[src/verilog/clear_prng_pkg.sv]
// Shared constants and types for the register-clearing PRNG
// Share count, LFSR width, feedback taps and reset seed
// State and share bit permutations, PRINCE S-box table

`default_nettype none

package clear_prng_pkg;

  // Key and data shares
  parameter int unsigned NumShares = 2;

  // LFSR and wipe data width
  parameter int unsigned LfsrWidth = 64;

  typedef logic [LfsrWidth-1:0] lfsr_word_t;
  typedef logic [5:0]           perm_idx_t;

  // Galois feedback, x^64 + x^63 + x^61 + x^60 + 1
  parameter lfsr_word_t LfsrTaps = 64'hD800_0000_0000_0000;

  // Reset state, also used in place of an all-zero seed
  parameter lfsr_word_t DefaultSeed = 64'h3C5A_96E1_0F87_2BD4;

  // Output bit i takes state bit StatePerm[i]
  parameter perm_idx_t StatePerm [LfsrWidth] = '{
    6'd11, 6'd48, 6'd21, 6'd58, 6'd31, 6'd4,  6'd41, 6'd14,
    6'd51, 6'd24, 6'd61, 6'd34, 6'd7,  6'd44, 6'd17, 6'd54,
    6'd27, 6'd0,  6'd37, 6'd10, 6'd47, 6'd20, 6'd57, 6'd30,
    6'd3,  6'd40, 6'd13, 6'd50, 6'd23, 6'd60, 6'd33, 6'd6,
    6'd43, 6'd16, 6'd53, 6'd26, 6'd63, 6'd36, 6'd9,  6'd46,
    6'd19, 6'd56, 6'd29, 6'd2,  6'd39, 6'd12, 6'd49, 6'd22,
    6'd59, 6'd32, 6'd5,  6'd42, 6'd15, 6'd52, 6'd25, 6'd62,
    6'd35, 6'd8,  6'd45, 6'd18, 6'd55, 6'd28, 6'd1,  6'd38
  };

  // Share 1 bit i takes share 0 bit SharePerm[i]
  parameter perm_idx_t SharePerm [LfsrWidth] = '{
    6'd50, 6'd7,  6'd28, 6'd49, 6'd6,  6'd27, 6'd48, 6'd5,
    6'd26, 6'd47, 6'd4,  6'd25, 6'd46, 6'd3,  6'd24, 6'd45,
    6'd2,  6'd23, 6'd44, 6'd1,  6'd22, 6'd43, 6'd0,  6'd21,
    6'd42, 6'd63, 6'd20, 6'd41, 6'd62, 6'd19, 6'd40, 6'd61,
    6'd18, 6'd39, 6'd60, 6'd17, 6'd38, 6'd59, 6'd16, 6'd37,
    6'd58, 6'd15, 6'd36, 6'd57, 6'd14, 6'd35, 6'd56, 6'd13,
    6'd34, 6'd55, 6'd12, 6'd33, 6'd54, 6'd11, 6'd32, 6'd53,
    6'd10, 6'd31, 6'd52, 6'd9,  6'd30, 6'd51, 6'd8,  6'd29
  };

  // PRINCE 4-bit S-box
  parameter logic [3:0] PrinceSbox [16] = '{
    4'hB, 4'hF, 4'h3, 4'h2, 4'hA, 4'hC, 4'h9, 4'h1,
    4'h6, 4'h7, 4'h8, 4'h0, 4'hE, 4'h5, 4'hD, 4'h4
  };

endpackage

`default_nettype wire

[src/verilog/entropy_packer.sv]
// Entropy word packer
// Collects Width/EntropyWidth entropy words into one seed word,
// first word in the low bits, and flags the full word for one cycle

`timescale 1ns/1ps
`default_nettype none

module entropy_packer import clear_prng_pkg::*; #(
  parameter int unsigned Width        = 64,
  parameter int unsigned EntropyWidth = 32
) (
  input  logic                    clk_i,
  input  logic                    rst_ni,
  input  logic                    wvalid_i,
  input  logic [EntropyWidth-1:0] wdata_i,
  output logic                    rvalid_o,
  output lfsr_word_t              rdata_o
);

  // Words per seed, counter at least one bit wide
  localparam int unsigned NumWords = Width / EntropyWidth;
  localparam int unsigned CntW     = (NumWords > 1) ? $clog2(NumWords) : 1;

  logic [CntW-1:0]  cnt_q;
  logic             last_word;
  logic             rvalid_q;
  logic [Width-1:0] buffer_q;

  // Final word of the current fill
  assign last_word = wvalid_i && (cnt_q == CntW'(NumWords - 1));

  // Word counter restarts on its own after the last word
  always_ff @(posedge clk_i or negedge rst_ni) begin
    if (!rst_ni) begin
      cnt_q    <= '0;
      rvalid_q <= 1'b0;
    end else begin
      rvalid_q <= last_word;
      if (last_word) begin
        cnt_q <= '0;
      end else if (wvalid_i) begin
        cnt_q <= cnt_q + 1'b1;
      end
    end
  end

  // Each word lands in its slot, low word first
  always_ff @(posedge clk_i) begin
    if (wvalid_i) begin
      buffer_q[cnt_q*EntropyWidth +: EntropyWidth] <= wdata_i;
    end
  end

  // Full word stays in the buffer during the valid cycle
  assign rvalid_o = rvalid_q;
  assign rdata_o  = buffer_q;

endmodule

`default_nettype wire

[src/verilog/gal_lfsr.sv]
// Galois LFSR for the clearing PRNG
// Seed load with zero-seed substitution, single step per enable,
// state permutation followed by a PRINCE S-box layer on the output

`timescale 1ns/1ps
`default_nettype none

module gal_lfsr import clear_prng_pkg::*; #(
  parameter int unsigned Width = 64
) (
  input  logic       clk_i,
  input  logic       rst_ni,
  input  logic       seed_en_i,
  input  lfsr_word_t seed_i,
  input  logic       lfsr_en_i,
  output lfsr_word_t state_o
);

  logic [Width-1:0] state_q;
  logic [Width-1:0] state_d;
  logic [Width-1:0] seed_safe;
  logic [Width-1:0] state_step;
  logic [Width-1:0] state_perm;

  // An all-zero seed would lock the LFSR
  assign seed_safe = (seed_i == '0) ? DefaultSeed : seed_i;

  // Galois step, shift right and fold in the taps on bit 0
  assign state_step = {1'b0, state_q[Width-1:1]} ^ ({Width{state_q[0]}} & LfsrTaps);

  // Seed load wins over a step
  always_comb begin
    state_d = state_q;
    if (seed_en_i) begin
      state_d = seed_safe;
    end else if (lfsr_en_i) begin
      state_d = state_step;
    end
  end

  always_ff @(posedge clk_i or negedge rst_ni) begin
    if (!rst_ni) begin
      state_q <= DefaultSeed;
    end else begin
      state_q <= state_d;
    end
  end

  // Bit permutation of the raw state
  for (genvar i = 0; i < Width; i++) begin : gen_state_perm
    assign state_perm[i] = state_q[StatePerm[i]];
  end

  // Non-linear layer, one S-box per nibble
  for (genvar n = 0; n < Width / 4; n++) begin : gen_sbox
    assign state_o[4*n +: 4] = PrinceSbox[state_perm[4*n +: 4]];
  end

endmodule

`default_nettype wire

[src/verilog/clear_prng.sv]
// Clearing PRNG producing two shares of wipe data
// Data and reseed request/acknowledge control, reseed has priority
// Entropy packing into a full seed, LFSR, share 1 permutation

`timescale 1ns/1ps
`default_nettype none

module clear_prng import clear_prng_pkg::*; #(
  parameter int unsigned Width        = 64,
  parameter int unsigned EntropyWidth = 32
) (
  input  logic                    clk_i,
  input  logic                    rst_ni,

  // Consumer side
  input  logic                    data_req_i,
  output logic                    data_ack_o,
  output lfsr_word_t              data_o [NumShares],
  input  logic                    reseed_req_i,
  output logic                    reseed_ack_o,

  // Entropy source
  output logic                    entropy_req_o,
  input  logic                    entropy_ack_i,
  input  logic [EntropyWidth-1:0] entropy_i
);

  logic       seed_valid;
  lfsr_word_t seed;
  logic       lfsr_en;
  lfsr_word_t lfsr_state;

  // Data is served only when no reseed is pending
  assign data_ack_o = reseed_req_i ? 1'b0 : data_req_i;

  // Step once per accepted data request
  assign lfsr_en = data_req_i & data_ack_o;

  // Keep asking for entropy until the seed is complete
  assign entropy_req_o = reseed_req_i & ~seed_valid;

  // Complete seed closes the reseed handshake
  assign reseed_ack_o = seed_valid;

  entropy_packer #(
    .Width        ( Width        ),
    .EntropyWidth ( EntropyWidth )
  ) u_entropy_packer (
    .clk_i    ( clk_i         ),
    .rst_ni   ( rst_ni        ),
    .wvalid_i ( entropy_ack_i ),
    .wdata_i  ( entropy_i     ),
    .rvalid_o ( seed_valid    ),
    .rdata_o  ( seed          )
  );

  gal_lfsr #(
    .Width ( Width )
  ) u_gal_lfsr (
    .clk_i     ( clk_i      ),
    .rst_ni    ( rst_ni     ),
    .seed_en_i ( seed_valid ),
    .seed_i    ( seed       ),
    .lfsr_en_i ( lfsr_en    ),
    .state_o   ( lfsr_state )
  );

  // Share 0 is the non-linear LFSR output
  assign data_o[0] = lfsr_state;

  // Share 1 is a fixed reordering of share 0
  for (genvar i = 0; i < Width; i++) begin : gen_share_perm
    assign data_o[1][i] = lfsr_state[SharePerm[i]];
  end

endmodule

`default_nettype wire

[src/verilog/key_wipe.sv]
// Two-share key register bank
// Key load, pending reseed and wipe flags,
// overwrite of both shares with pseudo-random data on a wipe

`timescale 1ns/1ps
`default_nettype none

module key_wipe import clear_prng_pkg::*; #(
  parameter int unsigned Width = 64
) (
  input  logic       clk_i,
  input  logic       rst_ni,

  // Host side
  input  logic       load_i,
  input  lfsr_word_t key_i [NumShares],
  input  logic       wipe_i,
  input  logic       reseed_i,
  output logic       busy_o,
  output lfsr_word_t key_o [NumShares],

  // PRNG side
  output logic       data_req_o,
  input  logic       data_ack_i,
  input  lfsr_word_t data_i [NumShares],
  output logic       reseed_req_o,
  input  logic       reseed_ack_i
);

  logic             reseed_q;
  logic             wipe_q;
  logic             wipe_done;
  logic             key_load;
  logic [Width-1:0] key_q [NumShares];

  // Wipe waits behind a pending reseed
  assign reseed_req_o = reseed_q;
  assign data_req_o   = wipe_q & ~reseed_q;
  assign busy_o       = reseed_q | wipe_q;

  // Random data accepted this cycle
  assign wipe_done = data_req_o & data_ack_i;

  // Loads only while idle
  assign key_load = load_i & ~busy_o;

  // Pending flags, a new strobe wins over a clearing acknowledge
  always_ff @(posedge clk_i or negedge rst_ni) begin
    if (!rst_ni) begin
      reseed_q <= 1'b0;
      wipe_q   <= 1'b0;
    end else begin
      if (reseed_i) begin
        reseed_q <= 1'b1;
      end else if (reseed_ack_i) begin
        reseed_q <= 1'b0;
      end
      if (wipe_i) begin
        wipe_q <= 1'b1;
      end else if (wipe_done) begin
        wipe_q <= 1'b0;
      end
    end
  end

  // Key shares, wipe data or host key
  always_ff @(posedge clk_i) begin
    for (int s = 0; s < NumShares; s++) begin
      if (wipe_done) begin
        key_q[s] <= data_i[s];
      end else if (key_load) begin
        key_q[s] <= key_i[s];
      end
    end
  end

  assign key_o = key_q;

endmodule

`default_nettype wire

[src/verilog/clear_top.sv]
// Top level of the register-clearing subsystem
// Key register bank and clearing PRNG with the entropy port

`timescale 1ns/1ps
`default_nettype none

module clear_top import clear_prng_pkg::*; #(
  parameter int unsigned Width        = 64,
  parameter int unsigned EntropyWidth = 32
) (
  input  logic                    clk_i,
  input  logic                    rst_ni,
  input  logic                    load_i,
  input  lfsr_word_t              key_i [NumShares],
  input  logic                    wipe_i,
  input  logic                    reseed_i,
  output logic                    busy_o,
  output lfsr_word_t              key_o [NumShares],
  output logic                    entropy_req_o,
  input  logic                    entropy_ack_i,
  input  logic [EntropyWidth-1:0] entropy_i
);

  // Handshake between the key bank and the PRNG
  logic       data_req;
  logic       data_ack;
  logic       reseed_req;
  logic       reseed_ack;
  lfsr_word_t data [NumShares];

  key_wipe #(
    .Width ( Width )
  ) u_key_wipe (
    .clk_i        ( clk_i      ),
    .rst_ni       ( rst_ni     ),
    .load_i       ( load_i     ),
    .key_i        ( key_i      ),
    .wipe_i       ( wipe_i     ),
    .reseed_i     ( reseed_i   ),
    .busy_o       ( busy_o     ),
    .key_o        ( key_o      ),
    .data_req_o   ( data_req   ),
    .data_ack_i   ( data_ack   ),
    .data_i       ( data       ),
    .reseed_req_o ( reseed_req ),
    .reseed_ack_i ( reseed_ack )
  );

  clear_prng #(
    .Width        ( Width        ),
    .EntropyWidth ( EntropyWidth )
  ) u_clear_prng (
    .clk_i         ( clk_i         ),
    .rst_ni        ( rst_ni        ),
    .data_req_i    ( data_req      ),
    .data_ack_o    ( data_ack      ),
    .data_o        ( data          ),
    .reseed_req_i  ( reseed_req    ),
    .reseed_ack_o  ( reseed_ack    ),
    .entropy_req_o ( entropy_req_o ),
    .entropy_ack_i ( entropy_ack_i ),
    .entropy_i     ( entropy_i     )
  );

endmodule

`default_nettype wire

[config.mk]
export PLATFORM = sky130hd
export DESIGN_NAME = clear_top
export DESIGN_NICKNAME = d
export VERILOG_FILES = /design/src/verilog/clear_prng_pkg.sv /design/src/verilog/entropy_packer.sv /design/src/verilog/gal_lfsr.sv /design/src/verilog/clear_prng.sv /design/src/verilog/key_wipe.sv /design/src/verilog/clear_top.sv
export SDC_FILE = /design/constraint.sdc
export NUM_CORES = 1
export LEC_CHECK = 0
export ABC_AREA = 1
export ABC_CLOCK_PERIOD_IN_PS = 7830
export CORE_MARGIN = 1.5
export CORE_UTILIZATION = 44
export DETAILED_ROUTE_END_ITERATION = 6
export DONT_BUFFER_PORTS = 1
export PLACE_DENSITY = 0.65
export SYNTH_ARGS = -nofsm -noshare
export SYNTH_HDL_FRONTEND = slang
export SYNTH_SLANG_ARGS = --single-unit
export TNS_END_PERCENT = 30
[constraint.sdc]
create_clock -name clk_i -period 7.83 [get_ports clk_i]
set_input_delay 1.1745 -clock clk_i [delete_from_list [all_inputs] [get_ports clk_i]]
set_output_delay 1.1745 -clock clk_i [all_outputs]
set_load 0.02 [all_outputs]
==> results of run 1 <==
-- cell usage after synthesis --
library cell / count
dfstp_2: 32
dfrtp_1: 36
clkbuf_2: 1
or2_2: 1
a31oi_1: 1
ha_1: 64
nand2_2: 6
clkbuf_1: 12
o221a_2: 18
nand2_4: 1
o221a_1: 5
o31ai_1: 1
o21ai_0: 146
o211ai_1: 4
nor2_2: 2
a21oi_1: 43
a22oi_1: 2
nor2_1: 112
inv_2: 6
o21a_1: 2
clkbuf_8: 2
buf_6: 5
a211oi_1: 2
buf_2: 30
buf_4: 7
nand2_1: 482
o21bai_1: 1
nand3_1: 57
edfxtp_1: 192
xor2_1: 3
o21ai_1: 4
inv_1: 195
-- area by class of cell --
type,count,area [sq um]
Clock buffer,38,769
Sequential cell,260,7510
Fill cell,2737,15200
Inverter,201,754
Tap cell,390,488
Multi-Input combinational cell,957,4740
Clock inverter,14,176
Timing Repair Buffer,9,67.6
-- worst register-to-register path, cell delays in order (launching register included) --
cell,delay [ns]
dfrtp_1,0.41
inv_2,0.11
nand2_4,0.34
inv_2,0.55
buf_4,0.68
o21ai_0,0.25
inv_1,0.10
o21ai_0,0.13
nand2_1,0.09
-- layer usage --
metal  vias to the layer above  GRT usage  part of all wire
met3                        49     0.0457             0.089
met1                      4594      0.285              0.42
met2                       375      0.339              0.47
met5                         -          0                 0
li1                       4734          -                 -
met4                         0     0.0526             0.020
-- registers in the layout, summed over array words and instances, names as in the netlist --
signal	flops
u_key_wipe.wipe_q	1
u_clear_prng.u_entropy_packer.rvalid_o	1
u_key_wipe.reseed_req_o	1
u_key_wipe.key_o	128
u_clear_prng.u_entropy_packer.rdata_o	64
u_clear_prng.u_entropy_packer.cnt_q	1
u_clear_prng.u_gal_lfsr.state_q	64
-- per-stage QoR --
step / hold slack (ns) / worst slack [ns]
global route: 0.296 / 4.81
CTS: 0.287 / 4.99
finish: 0.321 / 5.02
detailed placement: 0.547 / 4.66
floorplan: 0.452 / 0.651
global placement: 0.545 / 4.70
-- where the power goes --
part,internal [mW],switching (mW)
sequential,2.05,0.591
clock,0.820,0.542
combinational,0.541,1.05
-- kinds of logic (layout without fill, tap and decap cells) --
| family | count (synthesis) | count (layout) | synth area share |
|---|---|---|---|
| adders and majority gates | 64 | 64 | 0.0601 |
| xor gates and xnor gates | 3 | 3 | 0.00197 |
| buffers and inverters | 258 | 262 | 0.0819 |
| and+or+nand+nor | 661 | 661 | 0.194 |
| DFF | 260 | 260 | 0.563 |
| AOI/OAI and AO/OA | 229 | 229 | 0.0991 |
-- worst paths after layout --
| path | startpoint | end | cells after the start |
|---|---|---|---|
| max | u_key_wipe.reseed_req_o$_DFFE_PN0P_ | u_key_wipe.key_o[114]$_DFFE_PP_ | 8 |
| max in group asynchronous | rst_ni | u_clear_prng.u_gal_lfsr.state_q[32]$_DFFE_PN1P_ | 0 |
| min | rst_ni | u_clear_prng.u_gal_lfsr.state_q[12]$_DFFE_PN0P_ | 0 |
| min reg2reg | u_clear_prng.u_entropy_packer.rdata_o[30]$_DFFE_PP_ | u_clear_prng.u_gal_lfsr.state_q[30]$_DFFE_PN0P_ | 1 |
| min in group clk_i | u_clear_prng.u_entropy_packer.rdata_o[30]$_DFFE_PP_ | u_clear_prng.u_gal_lfsr.state_q[30]$_DFFE_PN0P_ | 1 |
| max reg2reg | u_key_wipe.reseed_req_o$_DFFE_PN0P_ | u_key_wipe.key_o[114]$_DFFE_PP_ | 8 |
==> flow_metrics.env, run 1 <==
export IMPL_gp_congestion=0.863
export IMPL_synth_seq_area_share=0.563
export IMPL_synth_cells=1475
export IMPL_cp_max_fo=70
export IMPL_final_common_cell="nand2_1"
export IMPL_cts_htree_levels=1
export IMPL_place_inst=1817
export IMPL_dpl_hpwl_um=24100
export IMPL_drt_total_wl_um=33600
export IMPL_viasPerCell=5.22
export IMPL_cts_resized_gates=0
export IMPL_final_cell_area_sq_mm=0.0145
export IMPL_drtAntennaViolNets=0
export IMPL_start_util=0.449
export IMPL_antenna_found_initial=1
export IMPL_rsz0062_at_grt="false"
export IMPL_die_w_um=177
export IMPL_worst_pin_slew_ns=1.09
export IMPL_grt_overflow=0
export IMPL_slowest_delay_ns=0.68
export IMPL_mappedNetlistArea_sq_mm=0.0133
export IMPL_finalMaxSlewViolations=0
export IMPL_finalCoreUtilization=0.488
export IMPL_status="completed"
export IMPL_post_route_period_util=0.359
export IMPL_setup_violations=0
export IMPL_dr_total_vias=9752
export IMPL_vdd_drop_max_v=0.000276
export IMPL_worst_setup_path_start_kind="flip-flop"
export IMPL_tns_ns=0
export IMPL_cts_sinks=260
export IMPL_cts_buffers=29
export IMPL_cts_tree="done"
export IMPL_post_cts_buffers=0
export IMPL_finalPower_mw=5.59
export IMPL_synth_area_top_cells="edfxtp_1, nand2_1, dfrtp_1"
export IMPL_drive_above_1_share=0.0805
export IMPL_dieArea_sq_mm=0.0313
export IMPL_p_leak_nw=6.75
export IMPL_ys_ff_latch=260
export IMPL_hold_class="primary input to async pin"
export IMPL_drt_iter0_drc=847
export IMPL_grt_usage=0.209
export IMPL_placed_area_sq_mm=0.0136
export IMPL_layout_min_cycle_time_ns=2.81
export IMPL_crit_required_ns=8.24
export IMPL_cap_violations=0
export IMPL_wl_per_cell_um=18.0
export IMPL_clkTransAtPathRegs_ns=0.06
export IMPL_drc=0
export IMPL_synthDistinctLibCells=32
export IMPL_clk_latency_ns=0.56
export IMPL_grt_max_degree=87
export IMPL_dr_pass1_iters=6
export IMPL_worstSetupPathType="flip-flop to flip-flop"
export IMPL_synth_top_area_share=0.433
export IMPL_endpoint_kind="flip-flop"
export IMPL_syn_avg_cell_area_sq_um=9.04
export IMPL_syn_num_nets=1705
export IMPL_antennaDiodeCount=0
export IMPL_io_pins=296
export IMPL_critical_path_top_delay_family="buffers and inverters"
export IMPL_finalHoldViolCount=0
export IMPL_yosys_warnings=0
export IMPL_p_per_area_mw_per_mm2=385
export IMPL_die_y_um=177
export IMPL_final_cells=1869
export IMPL_ctsHoldBuffers=0
export IMPL_cp_slowest_cell="buf_4"
export IMPL_nets=1688
export IMPL_final_cell_mix="nand2_1, inv_1, edfxtp_1"
export IMPL_rows=63
export IMPL_core_sq_mm=0.0297
export IMPL_slew_headroom=0.275
export IMPL_cts_root_buf="clkbuf_16"
export IMPL_clockBufferDepth=3
export IMPL_cp_arrival_ns=3.22
export IMPL_fmax_mhz=356
export IMPL_syn2layout_area_growth_pct=8.82
export IMPL_synth_top_area_cell="edfxtp_1"
export IMPL_cp_buffers_inverters=4
export IMPL_grt_pass1_wl_um=51100
export IMPL_io_buffers=0
export IMPL_cp_cell_sequence="inv_2 > nand2_4 > inv_2 > buf_4 > o21ai_0 > inv_1 > o21ai_0 > nand2_1"
export IMPL_grt_pass1_vias=9108
export IMPL_skew_ns=0.0259
export IMPL_reg2reg_slack_ns=5.02
(Power assumes the default switching activity.)
==> run 2: changes to the inputs <==
--- a/config.mk
+++ b/config.mk
@@ -6,12 +6,12 @@
 export NUM_CORES = 1
 export LEC_CHECK = 0
 export ABC_AREA = 1
-export ABC_CLOCK_PERIOD_IN_PS = 7830
+export ABC_CLOCK_PERIOD_IN_PS = 2400
 export CORE_MARGIN = 1.5
 export CORE_UTILIZATION = 44
 export DETAILED_ROUTE_END_ITERATION = 6
 export DONT_BUFFER_PORTS = 1
-export PLACE_DENSITY = 0.65
+export PLACE_DENSITY = 0.67
 export SYNTH_ARGS = -nofsm -noshare
 export SYNTH_HDL_FRONTEND = slang
 export SYNTH_SLANG_ARGS = --single-unit
==> constraint.sdc (replaced) <==
create_clock -name clk_i -period 2.4 [get_ports clk_i]
set_input_delay 0.36 -clock clk_i [delete_from_list [all_inputs] [get_ports clk_i]]
set_output_delay 0.36 -clock clk_i [all_outputs]
set_load 0.02 [all_outputs]
==> flow_metrics.env, run 2 (same netlist as run 1, synthesis figures left out) <==
export IMPL_cts_root_buf="clkbuf_16"
export IMPL_die_w_um=177
export IMPL_drc=0
export IMPL_clk_latency_ns=0.56
export IMPL_viasPerCell=5.20
export IMPL_cap_violations=0
export IMPL_drive_above_1_share=0.0878
export IMPL_final_cell_mix="nand2_1, inv_1, edfxtp_1"
export IMPL_drt_iter0_drc=1077
export IMPL_final_cells=2031
export IMPL_largest_register_ffs=128
export IMPL_r2r_end="u_key_wipe.key_o[4]$_DFFE_PP_"
export IMPL_grt_max_degree=70
export IMPL_dr_pass1_iters=5
export IMPL_finalMaxSlewViolations=0
export IMPL_layout_min_cycle_time_ns=2.09
export IMPL_finalHoldViolCount=0
export IMPL_cp_arrival_ns=1.73
export IMPL_setup_violations=0
export IMPL_clockBufferDepth=3
export IMPL_p_per_area_mw_per_mm2=1160
export IMPL_holdPathStages=2
export IMPL_status="completed"
export IMPL_final_common_cell="nand2_1"
export IMPL_p_leak_nw=7.47
export IMPL_dpl_hpwl_um=25600
export IMPL_core_sq_mm=0.0297
export IMPL_start_util=0.449
export IMPL_drtAntennaViolNets=0
export IMPL_wl_per_cell_um=18.2
export IMPL_antennaDiodeCount=0
export IMPL_grt_usage=0.232
export IMPL_crit_required_ns=2.04
export IMPL_dr_total_vias=10557
export IMPL_dieArea_sq_mm=0.0313
export IMPL_hold_class="primary input to flip-flop"
export IMPL_grt_pass1_wl_um=56500
export IMPL_cts_sinks=260
export IMPL_cts_resized_gates=0
export IMPL_r2r_cells=6
export IMPL_cts_tree="done"
export IMPL_worstSetupPathType="flip-flop to output port"
export IMPL_clkTransAtPathRegs_ns=0.06
export IMPL_rows=63
export IMPL_endpoint_kind="output port"
export IMPL_drt_total_wl_um=36900
export IMPL_io_buffers=0
export IMPL_grt_pass1_vias=10197
export IMPL_grt_overflow=0
export IMPL_ctsHoldBuffers=138
export IMPL_worst_setup_path_start_kind="flip-flop"
export IMPL_io_pins=296
export IMPL_skew_ns=0.0276
export IMPL_antenna_found_initial=0
export IMPL_finalCoreUtilization=0.543
export IMPL_worst_pin_slew_ns=0.727
export IMPL_final_cell_area_sq_mm=0.0161
export IMPL_placed_area_sq_mm=0.0138
export IMPL_post_route_period_util=0.871
export IMPL_nets=1848
export IMPL_cts_htree_levels=1
export IMPL_rsz0062_at_grt="false"
export IMPL_vdd_drop_max_v=0.000855
export IMPL_fmax_mhz=478
export IMPL_cts_buffers=29
export IMPL_syn2layout_area_growth_pct=21.1
export IMPL_hp_start="key_i[99]"
export IMPL_tns_ns=0
export IMPL_place_inst=1837
export IMPL_r2r_start="u_key_wipe.reseed_req_o$_DFFE_PN0P_"
export IMPL_gp_congestion=0.906
export IMPL_reg2reg_slack_ns=0.53
export IMPL_slew_headroom=0.514
export IMPL_min_to="u_key_wipe.key_o[99]$_DFFE_PP_"
export IMPL_post_cts_buffers=0
export IMPL_finalPower_mw=18.7
export IMPL_cp_max_fo=53
export IMPL_die_y_um=177
==> run 2: cell types whose count changed in the layout (fill, tap and decap cells not counted), sizes merged <==
cell,before,now
buf,9,30
bufinv,4,2
clkbuf,38,42
dlygate4sd3,0,139
==> run 2: critical path, cell delays in order (launching register included) <==
cell and delay (ns):
dfrtp_1 0.36, buf_4 0.48, nor2_1 0.13, buf_4 0.19
==> run 2: metrics by stage <==
step | hold slack, ns | worst slack (ns)
global placement | 0.0709 | 0.552
finish | 0.00961 | 0.309
CTS | 0.000509 | 0.291
floorplan | 0.0644 | -0.367
detailed placement | 0.0711 | 0.573
global route | 0.00466 | 0.216
==> run 2: layout make-up <==
cell class	instances	area (sq um)
Inverter	201	754
Fill cell	2625	13600
Timing Repair Buffer	169	1700
Clock inverter	12	116
Sequential cell	260	7510
Clock buffer	42	835
Tap cell	390	488
Multi-Input combinational cell	957	4740
==> run 2: worst max-delay path by stage <==
| stage | from | end | slack, ns |
|---|---|---|---|
| 2_1_floorplan | u_key_wipe.wipe_q$_DFFE_PN0P_ | u_key_wipe.key_o[0]$_DFFE_PP_ | -0.37 |
| 3_3_place_gp | u_clear_prng.u_entropy_packer.rdata_o[60]$_DFFE_PP_ | u_clear_prng.u_gal_lfsr.state_q[47]$_DFFE_PN1P_ | 0.55 |
| 3_5_place_dp | u_key_wipe.reseed_req_o$_DFFE_PN0P_ | u_key_wipe.key_o[9]$_DFFE_PP_ | 0.57 |
| 4_1_cts | u_clear_prng.u_entropy_packer.rvalid_o$_DFF_PN0_ | entropy_req_o | 0.29 |
| 5_1_grt | u_clear_prng.u_entropy_packer.rvalid_o$_DFF_PN0_ | entropy_req_o | 0.22 |
| 6_report | u_clear_prng.u_entropy_packer.rvalid_o$_DFF_PN0_ | entropy_req_o | 0.31 |
==> run 2: metal layers <==
layer  part of all wire  vias to the layer above  track usage
met4              0.020                        0       0.0516
li1                   -                     5061            -
met1               0.42                     5018        0.312
met3              0.077                       45       0.0397
met2               0.49                      433        0.390
met5                  0                        -            0
==> run 2: power by group <==
group          switching [mW]  leakage, nW  internal, mW
combinational            3.67         4.45          2.06
sequential               1.81         2.55          6.68
clock                    1.81        0.466          2.62
==> run 3: changes to the inputs <==
--- a/config.mk
+++ b/config.mk
@@ -6,12 +6,12 @@
 export NUM_CORES = 1
 export LEC_CHECK = 0
 export ABC_AREA = 1
-export ABC_CLOCK_PERIOD_IN_PS = 2400
+export ABC_CLOCK_PERIOD_IN_PS = 2620
 export CORE_MARGIN = 1.5
 export CORE_UTILIZATION = 44
 export DETAILED_ROUTE_END_ITERATION = 6
 export DONT_BUFFER_PORTS = 1
-export PLACE_DENSITY = 0.67
+export PLACE_DENSITY = 0.65
 export SYNTH_ARGS = -nofsm -noshare
 export SYNTH_HDL_FRONTEND = slang
 export SYNTH_SLANG_ARGS = --single-unit
==> constraint.sdc (replaced) <==
create_clock -name clk_i -period 2.62 [get_ports clk_i]
set_input_delay 0.393 -clock clk_i [delete_from_list [all_inputs] [get_ports clk_i]]
set_output_delay 0.393 -clock clk_i [all_outputs]
set_load 0.02 [all_outputs]
==> flow_metrics.env, run 3 (same netlist as run 1, synthesis figures left out) <==
export IMPL_cts_buffers=28
export IMPL_finalMaxSlewViolations=0
export IMPL_cap_violations=0
export IMPL_min_to="u_clear_prng.u_entropy_packer.rdata_o[41]$_DFFE_PP_"
export IMPL_reg2reg_slack_ns=0.73
export IMPL_internal_power_mw=10.2
export IMPL_io_pins=296
export IMPL_status="completed"
export IMPL_post_route_period_util=0.788
export IMPL_grt_max_degree=86
export IMPL_seq_area_sq_mm=0.00751
export IMPL_r2r_start="u_clear_prng.u_entropy_packer.rdata_o[59]$_DFFE_PP_"
export IMPL_die_w_um=177
export IMPL_hold_class="primary input to flip-flop"
export IMPL_p_leak_nw=6.88
export IMPL_final_cell_area_sq_mm=0.0148
export IMPL_grt_usage=0.213
export IMPL_dpl_hpwl_um=25300
export IMPL_final_cell_mix="nand2_1, inv_1, edfxtp_1"
export IMPL_p_sw_mw=6.58
export IMPL_cp_max_fo=53
export IMPL_placed_area_sq_mm=0.0138
export IMPL_holdPathStages=2
export IMPL_io_buffers=0
export IMPL_fmax_mhz=484
export IMPL_die_y_um=177
export IMPL_skew_ns=0.00853
export IMPL_p_per_area_mw_per_mm2=1140
export IMPL_worst_pin_slew_ns=0.722
export IMPL_cp_arrival_ns=1.67
export IMPL_antenna_found_initial=0
export IMPL_r2r_end="u_clear_prng.u_gal_lfsr.state_q[44]$_DFFE_PN1P_"
export IMPL_largest_register_ffs=128
export IMPL_comb_power_share=0.299
export IMPL_dr_pass1_iters=5
export IMPL_holdWs_ns=0.0184
export IMPL_endpoint_kind="output port"
export IMPL_r2r_cells=9
export IMPL_finalPower_mw=16.8
export IMPL_slew_headroom=0.517
export IMPL_clk_latency_ns=0.55
export IMPL_clkTransAtPathRegs_ns=0.06
export IMPL_crit_start="u_clear_prng.u_entropy_packer.rvalid_o$_DFF_PN0_"
export IMPL_cts_htree_levels=1
export IMPL_worstSetupPathType="flip-flop to output port"
export IMPL_clkPwrFrac=0.237
export IMPL_drc=0
export IMPL_drt_total_wl_um=34600
export IMPL_cts_resized_gates=0
export IMPL_clockBufferDepth=3
export IMPL_grt_pass1_vias=9454
export IMPL_setup_violations=0
export IMPL_start_util=0.449
export IMPL_grt_overflow=0
export IMPL_drive_above_1_share=0.0925
export IMPL_crit_required_ns=2.23
export IMPL_antennaDiodeCount=0
export IMPL_n_fill_cell=2715
export IMPL_dr_total_vias=9992
export IMPL_rows=63
export IMPL_gp_congestion=0.889
export IMPL_grt_pass1_wl_um=52100
export IMPL_p_sw_frac=0.391
export IMPL_rsz0062_at_grt="false"
export IMPL_viasPerCell=5.28
export IMPL_drt_iter0_drc=849
export IMPL_nets=1710
export IMPL_worst_setup_path_start_kind="flip-flop"
export IMPL_drtAntennaViolNets=0
export IMPL_cts_root_buf="clkbuf_16"
export IMPL_cts_sinks=260
export IMPL_layout_min_cycle_time_ns=2.06
export IMPL_core_sq_mm=0.0297
export IMPL_vdd_drop_max_v=0.000925
export IMPL_wl_per_cell_um=18.3
export IMPL_dieArea_sq_mm=0.0313
export IMPL_syn2layout_area_growth_pct=10.7
export IMPL_finalHoldViolCount=0
export IMPL_hp_start="entropy_i[9]"
export IMPL_cts_tree="done"
export IMPL_multi_input_area_sq_mm=0.00474
export IMPL_final_common_cell="nand2_1"
export IMPL_seqPwrFrac=0.464
## run 3: changes by cell type in the layout (fill, tap and decap cells not counted)
cell and change:
dlygate4sd3_1 -135, clkbuf_8 -4, clkbuf_1 +3, buf_4 -2, clkinv_1 -2, clkinvlp_4 +2
bufinv_16 +1, clkinv_4 -1, inv_6 -1
## run 3: per-stage QoR
step | cells | utilization | setup slack (ns) | setup TNS [ns]
2_1_floorplan | 1475 | - | -0.147 | -18.76
3_3_place_gp | 1835 | 0.463 | 0.775 | 0
3_5_place_dp | 1835 | 0.463 | 0.774 | 0
4_1_cts | 1892 | 0.496 | 0.541 | 0
5_1_grt | 1892 | 0.496 | 0.490 | 0
6_report | 1892 | 0.496 | 0.556 | 0
## run 3: power groups by stage
stage	clock network (mW)	logic [mW]	registers, mW
2_1_floorplan	0	3.82	7.30
3_3_place_gp	0	4.81	7.81
3_5_place_dp	0	4.94	7.85
4_1_cts	4.05	5.03	7.77
5_1_grt	4.20	5.79	7.94
6_report	4.00	5.03	7.80
## run 3: worst max path at each step
stage	endpoint	slack, ns	depth (start not counted)
2_1_floorplan	u_key_wipe.key_o[0]$_DFFE_PP_	-0.15	2
3_3_place_gp	u_clear_prng.u_gal_lfsr.state_q[44]$_DFFE_PN1P_	0.77	9
3_5_place_dp	u_clear_prng.u_gal_lfsr.state_q[44]$_DFFE_PN1P_	0.77	9
4_1_cts	entropy_req_o	0.54	2
5_1_grt	entropy_req_o	0.49	2
6_report	entropy_req_o	0.56	2
## run 3: what timing repair did
action                     in CTS  in global routing
setup endpoints to repair       0                  0
setup buffers                   0                  0
hold buffers                    5                  0
hold endpoints to repair       71                  0
## run 3: layer usage
metal	track usage	wire (um)	vias to the layer above
met4	0.0607	744	0
met2	0.342	16100	402
li1	-	-	4783
met5	0	0	-
met1	0.288	14700	4756
met3	0.0505	3140	51
## run 3: final cells by class
type / count / share of cell area
repair buffers: 32 / 0.0226
multi-input cells: 957 / 0.321
well taps: 390 / 0.0331
clock inverters: 11 / 0.00924
flip-flops and latches: 260 / 0.509
clock buffers: 41 / 0.0536
inverters: 201 / 0.0511
## run 3: critical path: stages (launching register included)
cell	delay, ns
dfrtp_1	0.38
buf_4	0.32
nor2_1	0.42
